===== config.mk =====
export PLATFORM = sky130hd
export DESIGN_NAME = offsetStream
export DESIGN_NICKNAME = d
export VERILOG_FILES = /design/src/verilog/flowPkg.sv /design/src/verilog/flowIf.sv /design/src/verilog/flowRegBoth.sv /design/src/verilog/flowRegFwd.sv /design/src/verilog/flowRegRev.sv /design/src/verilog/offsetAdder.sv /design/src/verilog/offsetStream.sv
export VERILOG_INCLUDE_DIRS = /design/src /design/src/verilog
export SDC_FILE = /design/constraint.sdc
export NUM_CORES = 1
export LEC_CHECK = 0
export ABC_AREA = 1
export ABC_CLOCK_PERIOD_IN_PS = 6000
export BUFFER_PORTS_ARGS = -buffer_cell sky130_fd_sc_hd__buf_4
export CORE_MARGIN = 8
export CORE_UTILIZATION = 40
export CTS_CLUSTER_SIZE = 20
export DETAILED_ROUTE_END_ITERATION = 8
export MAX_ROUTING_LAYER = met4
export PLACE_DENSITY_LB_ADDON = 0.05
export SLEW_MARGIN = 10
export SYNTH_ARGS = -nofsm -noshare
export SYNTH_HDL_FRONTEND = slang
export SYNTH_SLANG_ARGS = --single-unit

===== constraint.sdc =====
create_clock -name clk -period 6 [get_ports clk]
set_input_delay 0.3 -clock clk [delete_from_list [all_inputs] [get_ports clk]]
set_output_delay 0.3 -clock clk [all_outputs]
set_load 0.01 [all_outputs]

===== src/verilog/flow_cfg.svh =====
`ifndef FLOW_CFG_SVH
`define FLOW_CFG_SVH

// --------------------------------------------------
// Stream word geometry
// --------------------------------------------------

// Width of the payload carried by every word on the stream
// Data words wrap their sum modulo two to this power
`define FLOW_PAYLOAD_W 16

// Width of the opcode field at the top of a control word
// The remaining payload bits hold the offset value
`define FLOW_OP_W 4

// The offset value field is what is left of the payload
`define FLOW_VALUE_W (`FLOW_PAYLOAD_W - `FLOW_OP_W)

`endif


===== src/verilog/flowPkg.sv =====
`include "flow_cfg.svh"

package flowPkg;

  // --------------------------------------------------
  // Word kind and payload views
  // --------------------------------------------------

  // One bit tells a data word apart from a control word
  typedef enum logic {
    KIND_DATA = 1'b0,
    KIND_CTRL = 1'b1
  } flowKindE;

  // Control view of a payload, opcode in the upper bits
  typedef struct packed {
    logic [`FLOW_OP_W-1:0]    opcode;
    logic [`FLOW_VALUE_W-1:0] value;
  } ctrlViewS;

  // The same payload bits read either as raw data or as a command
  typedef union packed {
    logic [`FLOW_PAYLOAD_W-1:0] raw;
    ctrlViewS                   ctrl;
  } flowPayloadU;

  // Complete word as it is stored inside the flow registers
  typedef struct packed {
    flowKindE    kind;
    flowPayloadU payload;
  } flowWordS;

  // Control opcodes, anything else is swallowed without effect
  localparam logic [`FLOW_OP_W-1:0] OP_SET = 4'h1;
  localparam logic [`FLOW_OP_W-1:0] OP_ADD = 4'h2;

endpackage


===== src/verilog/flowIf.sv =====
`timescale 1ns/1ns

interface flowIf;

  import flowPkg::*;

  // A word moves in a cycle where valid and ready are both high
  logic        valid;
  logic        ready;
  flowKindE    kind;
  flowPayloadU payload;

  // The sender of words
  // It keeps valid, kind and payload stable while ready is low
  modport upstream (
    output valid,
    output kind,
    output payload,
    input  ready
  );

  // The receiver of words, which only answers with ready
  modport downstream (
    input  valid,
    input  kind,
    input  payload,
    output ready
  );

endinterface


===== src/verilog/flowRegBoth.sv =====
`timescale 1ns/1ns

module flowRegBoth (
  input logic        clk,
  input logic        rst,
  flowIf.downstream  push,
  flowIf.upstream    pop
);

  // --------------------------------------------------
  // Reverse stage then forward stage
  // --------------------------------------------------

  // Each stage alone acts like a one-entry FIFO
  // Back to back they hold two words and run at one word per cycle
  // Placing the reverse stage first registers push ready
  // and the forward stage then registers pop valid and data

  // Link between the two stages
  flowIf link ();

  // Registers ready toward the sender and keeps one skid word
  flowRegRev revStage (
    .clk  (clk),
    .rst  (rst),
    .push (push),
    .pop  (link.upstream)
  );

  // Registers valid and data toward the receiver
  // Its combinational ready is shielded from the sender by revStage
  flowRegFwd fwdStage (
    .clk  (clk),
    .rst  (rst),
    .push (link.downstream),
    .pop  (pop)
  );

endmodule


===== src/verilog/flowRegFwd.sv =====
`timescale 1ns/1ns

module flowRegFwd (
  input logic        clk,
  input logic        rst,
  flowIf.downstream  push,
  flowIf.upstream    pop
);

  import flowPkg::*;

  // --------------------------------------------------
  // Output stage
  // --------------------------------------------------

  logic     validQ;
  flowWordS wordQ;

  // The stage takes a new word whenever it is empty or being emptied
  logic     loadEn;

  assign loadEn = !validQ || pop.ready;

  // Push ready follows pop ready in the same cycle when the stage is full
  assign push.ready = loadEn;

  // Valid shows up one cycle after the push is accepted
  always_ff @(posedge clk) begin
    if (rst) begin
      validQ <= 1'b0;
    end else if (loadEn) begin
      validQ <= push.valid;
    end
  end

  // Data only moves on an accepted push
  // A bubble leaves the old contents in place
  always_ff @(posedge clk) begin
    if (loadEn && push.valid) begin
      wordQ.kind    <= push.kind;
      wordQ.payload <= push.payload;
    end
  end

  // Every pop output comes straight from a flop
  assign pop.valid   = validQ;
  assign pop.kind    = wordQ.kind;
  assign pop.payload = wordQ.payload;

endmodule


===== src/verilog/flowRegRev.sv =====
`timescale 1ns/1ns

module flowRegRev (
  input logic        clk,
  input logic        rst,
  flowIf.downstream  push,
  flowIf.upstream    pop
);

  import flowPkg::*;

  // --------------------------------------------------
  // Skid entry state
  // --------------------------------------------------

  // Set while a word sits in the skid entry waiting for pop
  logic     skidFull;
  flowWordS skidWord;

  // A push that cannot go straight through because pop is stalled
  logic     skidLoad;

  // The skid entry drains once pop takes the word it presents
  logic     skidDrain;

  assign skidLoad  = !skidFull && push.valid && !pop.ready;
  assign skidDrain = skidFull && pop.ready;

  // Ready comes from a flop, so it never depends on pop in this cycle
  assign push.ready = !skidFull;

  // --------------------------------------------------
  // Pop side
  // --------------------------------------------------

  // With the skid entry empty the push is passed straight through
  // Otherwise the captured word goes first
  assign pop.valid   = skidFull | push.valid;
  assign pop.kind    = skidFull ? skidWord.kind : push.kind;
  assign pop.payload = skidFull ? skidWord.payload : push.payload;

  // Ready falls the cycle after a push hits a stalled pop
  // and rises again the cycle after the entry is taken
  always_ff @(posedge clk) begin
    if (rst) begin
      skidFull <= 1'b0;
    end else if (skidDrain) begin
      skidFull <= 1'b0;
    end else if (skidLoad) begin
      skidFull <= 1'b1;
    end
  end

  // Payload register, only written when a word is parked
  always_ff @(posedge clk) begin
    if (skidLoad) begin
      skidWord.kind    <= push.kind;
      skidWord.payload <= push.payload;
    end
  end

endmodule


===== src/verilog/offsetAdder.sv =====
`timescale 1ns/1ns
`include "flow_cfg.svh"

module offsetAdder (
  input logic        clk,
  input logic        rst,
  flowIf.downstream  inS,
  flowIf.upstream    outS
);

  import flowPkg::*;

  // --------------------------------------------------
  // Word decode
  // --------------------------------------------------

  // Offset applied to every data word, cleared by reset
  logic [`FLOW_PAYLOAD_W-1:0] offsetQ;

  // Command fields of the incoming payload
  ctrlViewS                   ctrlView;

  // Offset value widened to the payload width
  logic [`FLOW_PAYLOAD_W-1:0] ctrlValueExt;

  logic                       isCtrl;

  // A control word that is accepted this cycle
  logic                       ctrlFire;

  // Sum of payload and offset, seen through the raw view
  flowPayloadU                sumPayload;

  assign isCtrl       = (inS.kind == KIND_CTRL);
  assign ctrlView     = inS.payload.ctrl;
  assign ctrlValueExt = {{`FLOW_OP_W{1'b0}}, ctrlView.value};

  // Control words are never stalled, so valid alone means taken
  assign ctrlFire     = inS.valid && isCtrl;

  // --------------------------------------------------
  // Data path
  // --------------------------------------------------

  // The add wraps modulo the payload width
  always_comb begin
    sumPayload.raw = inS.payload.raw + offsetQ;
  end

  // Data words pass through in the same cycle
  // Control words are swallowed here and never reach outS
  assign outS.valid   = inS.valid && !isCtrl;
  assign outS.kind    = KIND_DATA;
  assign outS.payload = sumPayload;

  // Ready is passed back for data words only
  assign inS.ready    = isCtrl ? 1'b1 : outS.ready;

  // --------------------------------------------------
  // Offset register
  // --------------------------------------------------

  // A new offset is used from the word after the command on
  always_ff @(posedge clk) begin
    if (rst) begin
      offsetQ <= '0;
    end else if (ctrlFire) begin
      case (ctrlView.opcode)
        OP_SET: begin
          offsetQ <= ctrlValueExt;
        end
        OP_ADD: begin
          // Accumulation wraps the same way as the data sum
          offsetQ <= offsetQ + ctrlValueExt;
        end
        default: begin
          // Unknown commands are consumed and change nothing
          offsetQ <= offsetQ;
        end
      endcase
    end
  end

endmodule


===== src/verilog/offsetStream.sv =====
`timescale 1ns/1ns
`include "flow_cfg.svh"

module offsetStream (
  input  logic                       clk,
  input  logic                       rst,

  // Upstream word stream
  input  logic                       inValid,
  input  flowPkg::flowKindE          inKind,
  input  logic [`FLOW_PAYLOAD_W-1:0] inPayload,
  output logic                       inReady,

  // Downstream word stream, data words only
  output logic                       outValid,
  output flowPkg::flowKindE          outKind,
  output logic [`FLOW_PAYLOAD_W-1:0] outPayload,
  input  logic                       outReady
);

  // --------------------------------------------------
  // Stream links
  // --------------------------------------------------

  // Top level ports gathered into a stream
  flowIf inIf ();

  // Between the input register and the offset stage
  flowIf midIn ();

  // Between the offset stage and the output register
  flowIf midOut ();

  // Output register side, broken back out to ports
  flowIf outIf ();

  assign inIf.valid       = inValid;
  assign inIf.kind        = inKind;
  assign inIf.payload.raw = inPayload;
  assign inReady          = inIf.ready;

  assign outValid         = outIf.valid;
  assign outKind          = outIf.kind;
  assign outPayload       = outIf.payload.raw;
  assign outIf.ready      = outReady;

  // --------------------------------------------------
  // Pipeline
  // --------------------------------------------------

  // First cycle of latency, with inReady driven from a flop
  flowRegBoth inReg (
    .clk  (clk),
    .rst  (rst),
    .push (inIf.downstream),
    .pop  (midIn.upstream)
  );

  // Combinational stage that applies or updates the offset
  offsetAdder adder (
    .clk  (clk),
    .rst  (rst),
    .inS  (midIn.downstream),
    .outS (midOut.upstream)
  );

  // Second cycle of latency, with outValid and data from flops
  flowRegBoth outReg (
    .clk  (clk),
    .rst  (rst),
    .push (midOut.downstream),
    .pop  (outIf.upstream)
  );

endmodule

==> flow_metrics.py <==
metrics = {
    "sta": {
        "finClkSkew_ps": 10.0,
        "setup_violations": 0,
        "final-max-slew-violation-count": 0,
        "holdWs_ps": 127,
        "finalCritPeriodShare": 0.390,
        "tightest_slew_ps": 773,
        "period_minus_slack_ps": 2340,
        "timing.fmax_ghz": 0.427,
        "relSlewSlack": 0.484,
        "rsz0062_at_grt": "no",
        "timing_hold_violations_final": 0,
        "finalSetupTns_ps": 0,
    },
    "yosys": {
        "ys_ff_latch": 86,
        "async_flop_share": 0,
        "synth_warnings": 0,
        "synth_nets": 506,
        "synth_edf_count": 66,
        "netlist_area_sq_mm": 0.00427,
        "avgSynthCellArea_sq_um": 9.09,
        "yosysSeqAreaShare": 0.559,
        "netlist_instances": 469,
        "ys_types": 33,
        "synthFlopType": "edfxtp_1",
    },
    "critical_path": {
        "worst-setup-path-type": "reg -> out",
        "path_cells": "clkinv_1 > buf_4",
        "cp-end-kind": "output port",
        "worst_path_dominant_cell_family": "buffers and inverters",
        "slowest_delay_ps": 740,
        "worstPathArrival_ps": 2040,
        "critPathBufInv": 2,
        "r2r_cells": 10,
        "cp.required_ps": 5700,
        "cp-start-kind": "flip-flop",
        "cpMaxStageDelayCell": "dfxtp_1",
        "critical_path_depth": 2,
        "critPathMaxFanout": 20,
    },
    "global_route": {
        "grt_pass1_wl_um": 15000,
        "grt_start_max_net_pins": 22,
        "grt_overflow": 0,
        "grt_pass1_vias": 3162,
        "antenna_found_initial": 0,
        "grt_usage": 0.135,
    },
    "run": {
        "drv_cap": 0,
    },
    "place": {
        "place.gp.congestion": 0.849,
        "dp_hpwl_um": 6850,
        "port_buffers": 38,
    },
    "clocking": {
        "cts_max_level": 3,
        "cts_buffer_depth": 2,
        "path_clk_slew_ps": 90,
        "cts_post_setup_buffers_inserted": 0,
        "cts_tree": "yes",
        "ctsHoldBuffers": 0,
        "numCtsBuffers": 9,
        "clkLatencyLatePin_ps": 350,
        "cts-resized-gates": 0,
        "clock-sinks": 86,
        "clock-root-buffer": "clkbuf_8",
    },
    "floorplan": {
        "die_x_um": 119,
        "core_sq_mm": 0.0103,
        "io_pins": 40,
        "start_util": 0.413,
        "fp.dieH_um": 119,
        "die_area_sq_mm": 0.0142,
        "rows": 37,
    },
    "run_status": {
        "outcome": "finished, final reports clean",
    },
    "routing": {
        "num_vias": 3115,
        "drt_iter0_drc": 146,
        "vias_per_cell": 4.78,
        "drt-total-wl_um": 8650,
        "drc": 0,
        "wire_per_inst_um": 13.3,
        "drt_pass1_iterations": 4,
        "final_antenna_net_count": 0,
    },
    "final_layout": {
        "drive_gt1_frac": 0.145,
        "seqCellArea_sq_mm": 0.00238,
        "multi_input_area_sq_mm": 0.00167,
        "areaGrowthSynthToFinish_pct": 14.9,
        "fillers": 1007,
        "layout.nets": 548,
        "diodes": 0,
    },
    "power": {
        "peakVddDrop_v": 0.000123,
        "p_leak_nw": 2.14,
        "powerDensity_mw_per_mm2": 237,
    },
    "hold_path": {
        "min_path_type": "in -> reg",
        "hold_depth": 1,
    },
}
-- layout make-up --
cell class                 instances  share of cell area
clock buffer                       9              0.0253
clock inverter                     7              0.0158
multi-input combinational        329               0.342
inverter                          44              0.0337
sequential                        86               0.486
timing repair buffer              41              0.0628
tap                              136              0.0347
-- per-layer routing --
layer | up-vias | part of all wire | track usage
met4 | 0 | 0.020 | 0.0577
met5 | - | 0 | -
met2 | 66 | 0.46 | 0.214
met1 | 1398 | 0.48 | 0.162
met3 | 14 | 0.031 | 0.0293
li1 | 1637 | - | -
-- cells in the final DEF, fill, tap and decap left out --
cell type / n
nor2_1: 25
a211oi_1: 2
a22oi_1: 9
edfxtp_1: 66
nand3b_1: 3
nor4_1: 1
a31oi_1: 1
inv_1: 42
xor2_2: 3
o21bai_1: 1
dfxtp_1: 20
nand4_1: 3
xnor2_1: 1
nand3_1: 31
nor3_1: 5
conb_1: 1
nand2_2: 7
ha_1: 15
and2_1: 4
and2_4: 3
o21ai_0: 10
buf_4: 41
nand3_2: 2
clkinv_1: 2
nand2_1: 169
bufinv_16: 1
nor2_2: 2
fa_1: 1
clkinv_2: 1
inv_6: 4
xor2_1: 5
clkbuf_8: 9
clkinvlp_4: 1
nor2_4: 1
a21oi_1: 24
-- power breakdown --
group | leakage, nW | internal, mW | total (mW) | switching (mW)
Combinational | 1.27 | 0.0355 | 0.0879 | 0.0524
Sequential | 0.771 | 0.655 | 0.663 | 0.00732
Clock | 0.101 | 0.198 | 0.413 | 0.216
Total | 2.14 | 0.888 | 1.16 | 0.276
-- final timing paths --
kind,slack (ps),endpoint,from
worst min register to register,510,adder.offsetQ[13]$_SDFFE_PP0P_,adder.offsetQ[13]$_SDFFE_PP0P_
worst min-delay path,130,inReg.revStage.skidWord[8]$_DFFE_PP_,inPayload[8]
worst max register to register,3890,outReg.fwdStage.pop.payload[14]$_DFFE_PP_,inReg.fwdStage.pop.payload[0]$_DFFE_PP_
worst max-delay path,3660,inReady,inReg.revStage.skidFull$_SDFFE_PP0P_
-- stage by stage --
step	util	area (sq um)	instances	power (mW)	setup WS [ps]
6_report	0.475	4900	652	1.16	3660
5_1_grt	0.475	4900	652	1.22	3440
4_1_cts	0.474	4900	652	1.18	3520
3_5_place_dp	0.455	4700	636	0.765	3530
3_3_place_gp	0.455	4700	636	0.764	3600
2_1_floorplan	-	4270	469	0.729	4110
-- registers in the layout, indices dropped and copies added, names as in the netlist --
signal	count
adder.offsetQ	16
inReg.fwdStage.pop.kind	1
inReg.fwdStage.pop.payload	16
inReg.fwdStage.pop.valid	1
inReg.revStage.skidFull	1
inReg.revStage.skidWord	17
outReg.fwdStage.pop.payload	16
outReg.fwdStage.pop.valid	1
outReg.revStage.skidFull	1
outReg.revStage.skidWord	16
-- synthesized netlist by cell type, types with 4 or more instances --
master,instances,area share
dfxtp_1,20,0.094
o21ai_0,10,0.012
ha_1,15,0.044
inv_1,42,0.037
edfxtp_1,66,0.46
nor3_1,5,0.0059
xor2_1,5,0.010
nand2_2,7,0.010
a22oi_1,9,0.016
nand3_1,31,0.036
and2_1,4,0.0059
nor2_1,26,0.023
a21oi_1,24,0.028
nand2_1,169,0.15
clkbuf_1,6,0.0053
-- cells by family after synthesis --
kind of cell / after synthesis / share of synthesized area
AOI/OAI and AO/OA: 47 / 0.0625
and+or+nand+nor: 256 / 0.256
DFF: 86 / 0.559
xor gates and xnor gates: 9 / 0.0238
other: 1 / 0.000879
buffers and inverters: 54 / 0.0496
adders and majority gates: 16 / 0.0487
No activity file was read; power rests on OpenSTA's default activity.
